===== config.mk =====
export PLATFORM = sky130hd
export DESIGN_NAME = tx_datapath_flat
export DESIGN_NICKNAME = d
export VERILOG_FILES = /design/src/source/mac_pkg.sv /design/src/source/mac_if.sv /design/src/source/tx_datapath.sv /design/src/flat_wrapper.sv
export SDC_FILE = /design/constraint.sdc
export NUM_CORES = 1
export LEC_CHECK = 0
export BUFFER_PORTS_ARGS = -buffer_cell sky130_fd_sc_hd__buf_2
export CAP_MARGIN = 10
export CORE_AREA = 2 2 115 117
export DETAILED_ROUTE_END_ITERATION = 16
export DIE_AREA = 0 0 117 119
export PLACE_DENSITY = 0.87
export SLEW_MARGIN = 25
export SYNTH_ARGS = -nofsm -noshare
export SYNTH_HDL_FRONTEND = slang
export SYNTH_SLANG_ARGS = --single-unit

===== constraint.sdc =====
create_clock -name clk -period 9.7 [get_ports clk]
set_clock_uncertainty 0.15 [all_clocks]
set_input_delay 1.94 -clock clk [delete_from_list [all_inputs] [get_ports clk]]
set_output_delay 1.94 -clock clk [all_outputs]
set_load 0.02 [all_outputs]

===== src/source/mac_pkg.sv =====
`default_nettype none

package mac_pkg;

	localparam int PREAMBLE_LEN = 7;
	localparam logic [7:0] PREAMBLE_BYTE = 8'h55;
	localparam logic [7:0] SFD_BYTE = 8'hD5;
	localparam int ADDR_LEN = 6;
	localparam int TYPE_LEN = 2;
	localparam int HDR_LEN = 14;
	localparam int MIN_PAYLOAD = 46;
	localparam int FCS_LEN = 4;
	localparam int IFG_LEN = 12;
	localparam int FIFO_DEPTH = 2048;
	localparam int FIFO_AW = $clog2(FIFO_DEPTH);
	localparam int CNT_W = 11;
	// reflected form of 0x04C11DB7
	localparam logic [31:0] CRC_POLY = 32'hEDB88320;
	localparam logic [31:0] CRC_RESIDUE = 32'hC704DD7B;
	localparam logic [47:0] BROADCAST = 48'hFFFF_FFFF_FFFF;

	typedef logic [CNT_W-1:0] cnt_t;

	typedef struct packed {
		logic [47:0] dst;
		logic [47:0] src;
		logic [15:0] ethertype;
	} mac_hdr_t;

	typedef struct packed {
		logic [47:0] sta_addr;
		logic [47:0] tx_dst;
		logic [15:0] tx_type;
	} mac_cfg_t;

	typedef enum logic [3:0] {
		FLD_IDLE,
		FLD_PRE,
		FLD_SFD,
		FLD_DST,
		FLD_SRC,
		FLD_TYPE,
		FLD_PAY,
		FLD_PAD,
		FLD_FCS
	} tx_field_t;

	// APB byte offsets
	localparam logic [7:0] REG_STA_LO = 8'h00;
	localparam logic [7:0] REG_STA_HI = 8'h04;
	localparam logic [7:0] REG_DST_LO = 8'h08;
	localparam logic [7:0] REG_DST_HI = 8'h0C;
	localparam logic [7:0] REG_TYPE = 8'h10;
	localparam logic [7:0] REG_CTRL = 8'h14;
	localparam logic [7:0] REG_STATUS = 8'h18;
	localparam logic [7:0] REG_RX_SRC_LO = 8'h1C;
	localparam logic [7:0] REG_RX_SRC_HI = 8'h20;
	localparam logic [7:0] REG_RX_TYPE = 8'h24;
	localparam logic [7:0] REG_RX_GOOD = 8'h28;
	localparam logic [7:0] REG_RX_BAD = 8'h2C;

endpackage

`default_nettype wire


===== src/source/mac_if.sv =====
`timescale 1ns/1ps
`default_nettype none

// per-byte steering from tx_fsm to the transmit datapath
interface tx_ctrl_if;
	mac_pkg::tx_field_t field;
	mac_pkg::cnt_t      byte_idx;
	logic               crc_en;
	logic               crc_clear;
	logic               fifo_rd;
	logic               phy_v;

	modport fsm (output field, byte_idx, crc_en, crc_clear, fifo_rd, phy_v);
	modport dp  (input field, byte_idx, crc_en, crc_clear, fifo_rd, phy_v);
endinterface


`default_nettype wire


===== src/source/tx_datapath.sv =====
`timescale 1ns/1ps
`default_nettype none

module tx_datapath (
	input  logic              clk,
	input  logic              fsm_rst,
	input  mac_pkg::mac_cfg_t cfg,
	tx_ctrl_if.dp             ctrl,
	input  logic [7:0]        fifo_d,
	output logic [7:0]        crc_d,
	output logic              crc_v,
	output logic              crc_clear,
	input  logic [31:0]       crc,
	output logic [7:0]        phy_tx_d,
	output logic              phy_tx_v
);

	logic [47:0] dst_sr;
	logic [47:0] src_sr;
	logic [15:0] type_sr;
	logic [31:0] fcs_sr;
	logic [31:0] fcs;
	logic [7:0]  tx_byte;
	logic        fcs_first;

	assign fcs = ~crc;
	assign fcs_first = (ctrl.byte_idx == '0);

	always_comb begin
		case (ctrl.field)
			mac_pkg::FLD_PRE: tx_byte = mac_pkg::PREAMBLE_BYTE;
			mac_pkg::FLD_SFD: tx_byte = mac_pkg::SFD_BYTE;
			mac_pkg::FLD_DST: tx_byte = dst_sr[47:40];
			mac_pkg::FLD_SRC: tx_byte = src_sr[47:40];
			mac_pkg::FLD_TYPE: tx_byte = type_sr[15:8];
			mac_pkg::FLD_PAY: tx_byte = fifo_d;
			mac_pkg::FLD_FCS: tx_byte = fcs_first ? fcs[7:0] : fcs_sr[7:0];
			default: tx_byte = 8'h00;
		endcase
	end

	// header goes out msb first, fcs lsb first
	always_ff @(posedge clk) begin
		case (ctrl.field)
			mac_pkg::FLD_SFD: begin
				dst_sr <= cfg.tx_dst;
				src_sr <= cfg.sta_addr;
				type_sr <= cfg.tx_type;
			end
			mac_pkg::FLD_DST: dst_sr <= dst_sr << 8;
			mac_pkg::FLD_SRC: src_sr <= src_sr << 8;
			mac_pkg::FLD_TYPE: type_sr <= type_sr << 8;
			mac_pkg::FLD_FCS: fcs_sr <= fcs_first ? {8'h00, fcs[31:8]} : fcs_sr >> 8;
			default: ;
		endcase
		phy_tx_d <= tx_byte;
	end

	always_ff @(posedge clk) begin
		if (fsm_rst) begin
			phy_tx_v <= 1'b0;
		end else begin
			phy_tx_v <= ctrl.phy_v;
		end
	end

	assign crc_d = tx_byte;
	assign crc_v = ctrl.crc_en;
	assign crc_clear = ctrl.crc_clear;

endmodule

`default_nettype wire


===== src/flat_wrapper.sv =====
// flat-port wrapper written by rule: the top's interface ports become plain ports
module tx_datapath_flat 
  (clk, fsm_rst, cfg, fifo_d, crc_d, crc_v, crc_clear, crc, phy_tx_d, phy_tx_v, ctrl_field, ctrl_byte_idx, ctrl_crc_en, ctrl_crc_clear, ctrl_fifo_rd, ctrl_phy_v);
  tx_ctrl_if ctrl_i ();
  input  logic clk;
  input  logic fsm_rst;
  input  mac_pkg::mac_cfg_t cfg;
  input  logic [7:0] fifo_d;
  output logic [7:0] crc_d;
  output logic crc_v;
  output logic crc_clear;
  input  logic [31:0] crc;
  output logic [7:0] phy_tx_d;
  output logic phy_tx_v;
  input wire logic [$bits(ctrl_i.field)-1:0] ctrl_field;
  input wire logic [$bits(ctrl_i.byte_idx)-1:0] ctrl_byte_idx;
  input wire logic [$bits(ctrl_i.crc_en)-1:0] ctrl_crc_en;
  input wire logic [$bits(ctrl_i.crc_clear)-1:0] ctrl_crc_clear;
  input wire logic [$bits(ctrl_i.fifo_rd)-1:0] ctrl_fifo_rd;
  input wire logic [$bits(ctrl_i.phy_v)-1:0] ctrl_phy_v;
  assign ctrl_i.field = ctrl_field;
  assign ctrl_i.byte_idx = ctrl_byte_idx;
  assign ctrl_i.crc_en = ctrl_crc_en;
  assign ctrl_i.crc_clear = ctrl_crc_clear;
  assign ctrl_i.fifo_rd = ctrl_fifo_rd;
  assign ctrl_i.phy_v = ctrl_phy_v;
  tx_datapath u_core (.clk(clk), .fsm_rst(fsm_rst), .cfg(cfg), .ctrl(ctrl_i), .fifo_d(fifo_d), .crc_d(crc_d), .crc_v(crc_v), .crc_clear(crc_clear), .crc(crc), .phy_tx_d(phy_tx_d), .phy_tx_v(phy_tx_v));
endmodule

Word-level counts from Yosys, hierarchy flattened. Cells that the tools add are included.

Equal/unequal tests: 7. Muxes and demuxes: 6. Bitwise operators: 1. Reduce and logical (&&, ||, !) cells: 4.

Operators with widths (count): 48-bit one-hot mux with 2 select lines (2); 8-bit one-hot mux with 7 select lines (1); 32-bit NOT (1); 16-bit one-hot mux with 2 select lines (1); 24-bit 2-to-1 mux (1); 4-bit by 3-bit == test with 1-bit output (second input constant) (3); 11-bit zero test (1); 4-bit by 2-bit == test with 1-bit output (second input constant) (2); 8-bit 2-to-1 mux (1); 2-bit nonzero test (3); 4-bit by 1-bit == test with 1-bit output (second input constant) (1); 4-bit == test (second input constant) (1).

Flip-flop bits (word level): 153. Input bits: 173. Output and inout bits: 19. Word-level logic and storage cells: 24.

Depth between registers and ports, before layout. Gate-level depths: netlist of run 1.

Word-level depth: 3. Depth in mapped cells: 7. Depth with buffers taken out: 5.

Worst setup path after synthesis of run 1. Ideal clock, no wire load.

Path kind: input to output. From: in ctrl_byte_idx[2]. To: out crc_d[1]. Data arrival time: 3402 ps. Data required time: 7610 ps. Path slack: 4208 ps. Cell stages on the path: 4. Path buffers: 1. Path through: nor4_1 > nand3_1 > clkbuf_1 > o311ai_0.

Word-level cells in the longest chain between the ends: 3.

RTL lines: start: declaration (line flat_wrapper.sv:16) `input wire logic [$bits(ctrl_i.byte_idx)-1:0] ctrl_byte_idx;`; 11-bit zero test (line tx_datapath.sv:27) `assign fcs_first = (ctrl.byte_idx == '0);`; 8-bit 2-to-1 mux (line tx_datapath.sv:37) `mac_pkg::FLD_FCS: tx_byte = fcs_first ? fcs[7:0] : fcs_sr[7:0];`; 8-bit one-hot mux with 7 select lines (line tx_datapath.sv:30) `case (ctrl.field)`; end: declaration (line flat_wrapper.sv:9) `output logic [7:0] crc_d;`.

Every way passes these cells.

Worst setup path after layout of run 1. Same ends and word-level chain as after synthesis.

==> impl_results.md, run 1 <==
* Drt wl/cell at 16.60 um
* Status: complete, no violations
* DP Area at 7308 sq um
* Core area at 12870 sq um
* Clock transition at path regs at 0.06 ns
* Logic pwr share at 7.3%
* CTS tree: yes
* Fin. max-slew vios at 0
* Starting Density at 49.00%
* CTS sink count at 145
* Total die area at 13920 sq um
* Port-buffer cells at 186
* Clock power share at 45.1%
* Period minus WS final at 6.227 ns
* Post-synth top area share at 64.74%
* Hold violation total from the final report at 0
* Fin nets at 749
* Post-cts hold buffer count at 0
* Worst slew margin at 43.03%
* Clock buffer depth at 2
* Layout cells sized above 1 at 51.95%
* DRT iter0 DRCs at 158
* Vias at 3877
* Length of the first detailed-routing pass in iterations at 4
* Flops & latches, synth at 145
* Area of the mapped netlist at 6309 sq um
* Top FF cell, synth: edfxtp_1
* First-pass GRT wire length at 19720 um
* Req. time, crit path at 7.61 ns
* Register-to-register setup slack at 8.17 ns
* Slew at the pin closest to its max-slew limit at 0.8535 ns
* WHS at 0.3788 ns
* Post-synth top area cell: edfxtp_1
* Worst Setup Path Type: in2out
* Worst Hold Class: reg2reg
* Largest net degree at the start of global routing at 57
* Fmax at 0.1606 GHz
* Final Cell Area at 7934 sq um
* PwrDens at 189.4 nW/um^2
* Post-synth cell types at 39
* RSZ-0062 raised after global routing: no
* Filler cells at 989
* Synth Net Count at 568
* Seq pwr share at 47.6%
* Pleak at 3.027 nW
* Net Sw Frac at 19.18%
* Routability cong. at 0.7866
* Final setup vio count at 0
* Vias in the first global route at 4106
* CP Max Fanout at 56
* Post-cts gate resize count at 0
* Row count at 42
* Tcrit/Tclk final at 64.20%
* Worst setup EP type: output port
* Post-Syn Instances at 395
* Setup TNS at 0 ns
* GRT Overall Usage at 18.98%
* Die height at 119 um
* Maxcap violations at 0
* Worst EP arrival at 4.14 ns
* Synthesis-to-layout area growth at 25.76%
* Num ports at 192
* Int Power at 0.001214 W
* Final WL at 12720 um
* Number of flops mapped to enable cells by yosys at 136
* DR vias/cell at 5.061
* Clock root cell: clkbuf_16
* Die X at 117 um
* Sw power at 0.0002883 W
* Number of CTS-inserted buffers at 17
* Final ANT Viol Nets at 0
* GRT overflow at 0
* Antenna violations before repair at 1
* Worst-skew pair later-pin latency at 0.41 ns
* Post-CTS setup buffer count at 0
* H-tree levels at 4
* Largest cells by area after synthesis: edfxtp_1 65%, mux2_2 14%, dfxtp_1 2.9%, nor2b_1 2.8%, buf_6 1.8%
* Startpoint type of the worst setup path: primary input
* Register area share after synthesis at 67.59%
* DP HPWL at 8810 um
* Synthesized area per cell at 15.97 sq um
* Yosys warning total at 0
* Post-synth ARST share at 0%
* Maximum VDD drop at 0.1224 mV
* Post-route DRC at 0
-- per-stage QoR --
step	power [W]	utilization [%]	cells	worst slack [ns]
final	0.001503	61.62	766	3.473
after detailed placement	0.0008384	56.76	733	3.425
after global routing	0.001551	61.62	766	3.287
after CTS	0.001514	61.59	765	3.389
after floorplan	0.0007893	-	395	4.208
after global placement	0.0008335	56.73	733	3.496
-- power groups by stage --
stage	Sequential (W)	Combinational [W]	Clock, W
after floorplan	0.000731	0.0000580	0
after global placement	0.000728	0.000106	0
after detailed placement	0.000729	0.000109	0
after CTS	0.000716	0.000111	0.000687
after global routing	0.000718	0.000121	0.000712
final	0.000716	0.000109	0.000678
-- synthesized netlist by cell type, types with 7 or more instances --
cell	number
nand2_1	16
edfxtp_1	136
nor2_1	10
dfxtp_1	9
nor2b_1	28
buf_4	7
nand2b_1	7
buf_6	10
mux2_2	78
mux2_1	10
o21ai_0	19
-- kinds of logic (layout without fill, tap and decap cells) --
group	count (synthesis)	in the layout	share of synthesized area, %
multiplexers	91	91	16.18
buffers and inverters	28	222	3.332
AO/OA/AOI/OAI	44	44	4.919
other	0	1	0
flip-flops	145	145	67.59
AND/OR/NAND/NOR	87	87	7.973
-- metal layers --
layer  global-route usage, %  up-vias  routed length, um  part of all wire, %
li1                        -     1874                  -                    -
met1                   21.35     1838               5033                   40
met2                   32.12      138               6551                   52
met3                   6.870       27                869                  6.8
met4                   8.235        0                260                  2.0
met5                       0        -                  0                    0
-- cell type report --
class                      instances  area, sq um  area share, %
inverter                           2        7.507        0.09462
sequential                       145         4264          53.75
clock buffer                      28        526.8          6.639
antenna                            1        2.502        0.03154
multi-input combinational        222         1872          23.59
timing repair buffer             188        945.9          11.92
tap                              176        220.2          2.776
clock inverter                     4        95.09          1.199
-- critical path, stage by stage --
cell and delay (ns):
buf_2 0.10, nor4_1 0.33, nand3_2 0.73, o311ai_0 0.77
buf_2 0.27
-- final timing paths --
check,cells past startpoint,endpoint,start
setup / recovery,5,crc_d[1],ctrl_byte_idx[2]
hold / removal,2,u_core.fcs_sr[14],u_core.fcs_sr[22]
setup reg to reg,4,u_core.phy_tx_d[4],u_core.src_sr[44]
hold reg to reg,2,u_core.fcs_sr[14],u_core.fcs_sr[22]
-- sequential cells by signal (all words and copies together), names as in the netlist --
register	flops
u_core.dst_sr	48
u_core.phy_tx_v	1
u_core.fcs_sr	24
u_core.src_sr	48
u_core.phy_tx_d	8
u_core.type_sr	16
-- cell usage in the layout, fill, tap and decap left out, types with 2 or more instances in the layout --
master / instances
buf_2: 186
edfxtp_1: 136
mux2_2: 78
nor2b_1: 28
o21ai_0: 19
clkbuf_16: 17
nand2_1: 16
mux2_1: 10
nor2_1: 9
dfxtp_1: 9
nand2b_1: 6
clkbuf_8: 6
nor3_1: 5
a22oi_1: 5
clkbuf_1: 5
nand3_1: 4
and2_1: 4
o21ai_1: 4
a311o_1: 4
mux2i_1: 3
nand3b_1: 3
o311ai_0: 3
a221oi_1: 3
bufinv_16: 3
nor4_1: 2
a22oi_2: 2
buf_4: 2
No activity file was read; power rests on OpenSTA's default activity.
==> run 2, diff against run 1 <==
==> constraint.sdc (replaced) <==
create_clock -name clk -period 6.2 [get_ports clk]
set_clock_uncertainty 0.15 [all_clocks]
set_input_delay 1.24 -clock clk [delete_from_list [all_inputs] [get_ports clk]]
set_output_delay 1.24 -clock clk [all_outputs]
set_load 0.02 [all_outputs]
==> impl_results.md, run 2 (synthesis gave the netlist of run 1 again) <==
* Starting Density at 49.00% (unchanged)
* Most frequent cells in the layout: 186 x buf_2, 136 x edfxtp_1, 78 x mux2_2
* CP Max Fanout at 56 (unchanged)
* Clock transition at path regs at 0.06 ns (about the same)
* Drt wl/cell at 16.56 um (-0.21%)
* Synthesis-to-layout area growth at 25.76% (unchanged)
* Clock root cell: clkbuf_16
* Core area at 12870 sq um (unchanged)
* Final setup vio count at 0 (unchanged)
* DR vias/cell at 5.030 (-0.62%)
* Worst EP arrival at 3.37 ns (-0.77 ns)
* Total die area at 13920 sq um (unchanged)
* Fmax at 0.2099 GHz
* H-tree levels at 4 (unchanged)
* Num ports at 192 (unchanged)
* PwrDens at 296.2 nW/um^2 (+56%)
* Post-CTS setup buffer count at 0 (unchanged)
* CP peak stage delay at 0.71 ns (-0.06 ns)
* Post-route DRC at 0 (unchanged)
* Post-cts hold buffer count at 0 (unchanged)
* DP HPWL at 8869 um (+0.67%)
* Pleak at 3.033 nW (+0.20%)
* Number of CTS-inserted buffers at 17 (unchanged)
* Layout cells sized above 1 at 52.88% (+0.93 points)
* Clock buffer depth at 2 (unchanged)
* DP Area at 7316 sq um (+0.10%)
* Port-buffer cells at 186 (unchanged)
* Row count at 42 (unchanged)
* Fin. max-slew vios at 0 (unchanged)
* DRT iter0 DRCs at 167 (+5.7%)
* Status: complete, no violations
* CTS sink count at 145 (unchanged)
* Maximum VDD drop at 0.1964 mV (+60%)
* GRT overflow at 0 (unchanged)
* Worst-skew pair later-pin latency at 0.42 ns (about the same)
* Length of the first detailed-routing pass in iterations at 5 (+1)
* Vias at 3853 (-0.62%)
* Number of diodes at 0 (-1)
* Vias in the first global route at 4117 (+0.27%)
* Startpoint type of the worst setup path: primary input
* Most used cell, CP: buf_2
* Hold violation total from the final report at 0 (unchanged)
* Final ANT Viol Nets at 0 (unchanged)
* Register-to-register setup slack at 4.56 ns (-3.61 ns)
* Worst setup EP type: output port
* Worst slew margin at 44.36% (+1.3 points)
* Worst Hold Class: reg2reg
* Tcrit/Tclk final at 76.85%
* Die X at 117 um (unchanged)
* Post-cts gate resize count at 0 (unchanged)
* Routability cong. at 0.7593 (-3.5%)
* Die height at 119 um (unchanged)
* Antenna violations before repair at 0 (-1)
* Slew at the pin closest to its max-slew limit at 0.8337 ns (-0.01983 ns)
* CTS tree: yes
* Req. time, crit path at 4.81 ns (-2.80 ns)
* Largest net degree at the start of global routing at 57 (unchanged)
* Fin nets at 750 (+0.13%)
* Final Cell Area at 7934 sq um (unchanged)
* Setup TNS at 0 ns (unchanged)
* Top flop regs: u_core.dst_sr (48), u_core.src_sr (48), u_core.fcs_sr (24)
* Critical path, cell by cell: buf_2 > nor4_1 > nand3_2 > o311ai_0 > buf_2
* Most common cell after layout, fill and taps aside: buf_2
* Slowest-stage cell, CP: nand3_2
* Final WL at 12690 um (-0.21%)
* Maxcap violations at 0 (unchanged)
* RSZ-0062 raised after global routing: no
* Period minus WS final at 4.764 ns
* First-pass GRT wire length at 19670 um (-0.28%)
* GRT Overall Usage at 19.11% (+0.13 points)
* Worst Setup Path Type: in2out
[run 2: cell count changes in the layout (fill, tap and decap cells not counted), moves of 4 or more]
cell / change
clkinv_4: +4
clkbuf_1: -5
clkinv_2: +5
clkbuf_8: -6
[run 2: final cells by class]
| type | instances | area [sq um] |
|---|---|---|
| multi-input combinational | 222 | 1871 |
| inverter | 2 | 7.507 |
| fill | 965 | 4941 |
| timing repair buffer | 189 | 953.4 |
| tap | 176 | 220.2 |
| sequential | 145 | 4264 |
| clock buffer | 17 | 425.4 |
| clock inverter | 15 | 192.7 |
[run 2: worst paths after layout]
check,from,end,cells past startpoint
worst max register to register,u_core.src_sr[42],u_core.phy_tx_d[2],4
worst max-delay path,ctrl_byte_idx[2],crc_d[1],5
worst min register to register,u_core.fcs_sr[6],u_core.phy_tx_d[6],1
worst min-delay path,u_core.fcs_sr[6],u_core.phy_tx_d[6],1
[run 2: power by group]
group          total [W]  leakage, nW  switching (W)  internal (W)
sequential       0.00112         1.27     0.00000858       0.00111
clock            0.00106        0.306       0.000389      0.000670
combinational   0.000171         1.46      0.0000808     0.0000905
[run 2: worst max-delay path, delay by kind of cell]
kind	cells	cell delay, ns
buffers and inverters	2	0.36
AND/OR/NAND/NOR	2	1.05
AO/OA/AOI/OAI	1	0.71
[run 2: metrics by stage]
step	setup slack (ns)	std cells	hold slack (ns)	util, %	total power, W
2_1_floorplan	2.031	395	0.3463	-	0.001235
3_3_place_gp	1.553	734	0.3545	56.78	0.001304
3_5_place_dp	1.413	734	0.3563	56.82	0.001312
4_1_cts	1.392	766	0.3751	61.62	0.002371
5_1_grt	1.171	766	0.3938	61.62	0.002427
6_report	1.436	766	0.3713	61.62	0.002350
[run 2: routing by layer]
metal	routed length, um	GRT usage (%)
met2	6690	33.45
met4	265	8.529
met3	824	6.514
met5	0	0
met1	4908	20.59
==> run 3, diff against run 2 <==
--- a/config.mk
+++ b/config.mk
@@ -7,10 +7,10 @@
 export LEC_CHECK = 0
 export BUFFER_PORTS_ARGS = -buffer_cell sky130_fd_sc_hd__buf_2
 export CAP_MARGIN = 10
-export CORE_AREA = 2 2 115 117
+export CORE_AREA = 2 2 121 123
 export DETAILED_ROUTE_END_ITERATION = 16
-export DIE_AREA = 0 0 117 119
-export PLACE_DENSITY = 0.87
+export DIE_AREA = 0 0 123 125
+export PLACE_DENSITY = 0.83
 export SLEW_MARGIN = 25
 export SYNTH_ARGS = -nofsm -noshare
 export SYNTH_HDL_FRONTEND = slang
==> constraint.sdc (replaced) <==
create_clock -name clk -period 4.2 [get_ports clk]
set_clock_uncertainty 0.15 [all_clocks]
set_input_delay 0.84 -clock clk [delete_from_list [all_inputs] [get_ports clk]]
set_output_delay 0.84 -clock clk [all_outputs]
set_load 0.02 [all_outputs]
==> impl_results.md, run 3 (synthesis gave the netlist of run 1 again) <==
* Status: complete, no violations
* Maxcap violations at 0 (unchanged)
* Req. time, crit path at 3.21 ns (-1.60 ns)
* GRT Overall Usage at 17.15% (-2.0 points)
* R2R cell count at 4 (unchanged)
* Hold depth at 2 (+1)
* Crit Reg-Reg Endpoint: u_core.phy_tx_d[2]
* Antenna violations before repair at 1 (+1)
* Drt wl/cell at 16.47 um (-0.60%)
* Number of CTS-inserted buffers at 17 (unchanged)
* Startpoint type of the worst setup path: primary input
* Length of the first detailed-routing pass in iterations at 4 (-1)
* Period minus WS final at 3.676 ns
* Largest net degree at the start of global routing at 51 (-11%)
* Most common cell after layout, fill and taps aside: buf_2
* Setup TNS at 0 ns (unchanged)
* Register-to-register setup slack at 2.62 ns (-1.94 ns)
* Die height at 125 um (+5.0%)
* DP HPWL at 9051 um (+2.1%)
* Hold violation total from the final report at 0 (unchanged)
* Worst r2r src: u_core.src_sr[42]
* Top flop regs: u_core.dst_sr (48), u_core.src_sr (48), u_core.fcs_sr (24)
* RSZ-0062 raised after global routing: no
* Final ANT Viol Nets at 0 (unchanged)
* First-pass GRT wire length at 19850 um (+0.95%)
* Total die area at 15380 sq um (+10%)
* Core area at 14200 sq um (+10%)
* Most frequent cells in the layout: 186 x buf_2, 136 x edfxtp_1, 78 x mux2_2
* Hold wc startpoint: u_core.fcs_sr[22]
* Vias at 3882 (+0.75%)
* GRT overflow at 0 (unchanged)
* Slew at the pin closest to its max-slew limit at 0.7669 ns (-0.06682 ns)
* Fin nets at 753 (+0.40%)
* Port-buffer cells at 186 (unchanged)
* Num ports at 192 (unchanged)
* DRT iter0 DRCs at 203 (+22%)
* PwrDens at 426.4 nW/um^2 (+44%)
* Vias in the first global route at 4063 (-1.3%)
* Clock transition at path regs at 0.06 ns (about the same)
* CTS tree: yes
* Tcrit/Tclk final at 87.53%
* Fin. max-slew vios at 0 (unchanged)
* Starting Density at 44.42% (-4.6 points)
* Pleak at 3.025 nW (-0.28%)
* Worst Hold Class: reg2reg
* Maximum VDD drop at 0.3190 mV (+62%)
* Post-CTS setup buffer count at 0 (unchanged)
* WHS Endpoint: u_core.fcs_sr[14]
* H-tree levels at 4 (unchanged)
* Final WL at 12810 um (+0.96%)
* Clock root cell: clkbuf_16
* Worst-skew pair later-pin latency at 0.41 ns (about the same)
* Layout cells sized above 1 at 52.45% (-0.44 points)
* CP Max Fanout at 23 (-59%)
* Clock buffer depth at 2 (unchanged)
* Fmax at 0.2720 GHz
* Post-cts hold buffer count at 0 (unchanged)
* Worst setup EP type: output port
* Post-cts gate resize count at 0 (unchanged)
* DR vias/cell at 4.990 (-0.80%)
* Pwr Total at 0.003378 W (+44%)
* Row count at 44 (+4.8%)
* Worst slew margin at 48.87% (+4.5 points)
* Routability cong. at 0.7982 (+5.1%)
* CTS sink count at 145 (unchanged)
* Synthesis-to-layout area growth at 25.59%
* Worst EP arrival at 2.69 ns (-0.68 ns)
* Post-route DRC at 0 (unchanged)
* Worst Setup Path Type: in2out
* Final setup vio count at 0 (unchanged)
* Die X at 123 um (+5.1%)
run 3: how the worst max path moves through the flow:
| stage | from | to | slack (ns) | cells past startpoint |
|---|---|---|---|---|
| floorplan | ctrl_field[3] | u_core.dst_sr[0] | 0.43 | 3 |
| global placement | ctrl_field[1] | crc_d[2] | 0.65 | 7 |
| detailed placement | ctrl_field[1] | crc_d[2] | 0.54 | 7 |
| CTS | ctrl_field[1] | crc_d[2] | 0.52 | 7 |
| global route | ctrl_field[0] | crc_d[2] | 0.32 | 7 |
| finish | ctrl_field[1] | crc_d[2] | 0.52 | 7 |
run 3: layer usage:
metal,share of wire [%],vias up,GRT usage [%]
li1,-,1878,-
met1,41,1831,20.82
met2,49,138,27.66
met3,6.6,35,5.064
met4,3.4,0,8.690
met5,0,-,0
run 3: critical path: stages:
cell	delay, ns
buf_2	0.19
nor2_1	0.39
nand3b_2	0.27
inv_2	0.24
buf_4	0.33
a311o_1	0.25
buf_2	0.17
run 3: cell type report:
class                   count  area, sq um
diodes                      1        2.502
well taps                 184        230.2
clock buffers              19        432.9
repair buffers            192        975.9
inverters                   2        7.507
multi-input cells         222         1866
fillers                  1169         6281
flip-flops and latches    145         4264
clock inverters            13        143.9
run 3: through the flow:
step	instance area, sq um	util (%)	hold slack [ns]	setup WS (ns)	cells
after floorplan	6309	-	0.3463	0.4314	395
after global placement	7343	51.70	0.3565	0.6477	745
after detailed placement	7343	51.70	0.3584	0.5449	745
after CTS	7920	55.76	0.3804	0.5231	777
after global routing	7923	55.78	0.4018	0.3226	778
final	7923	55.78	0.3803	0.5236	778
run 3: report_power, final:
part	leakage [nW]	total, W	internal [W]	switching, W
Combinational	1.47	0.000252	0.000134	0.000118
Clock	0.285	0.00147	0.000923	0.000550
Sequential	1.27	0.00165	0.00164	0.0000127
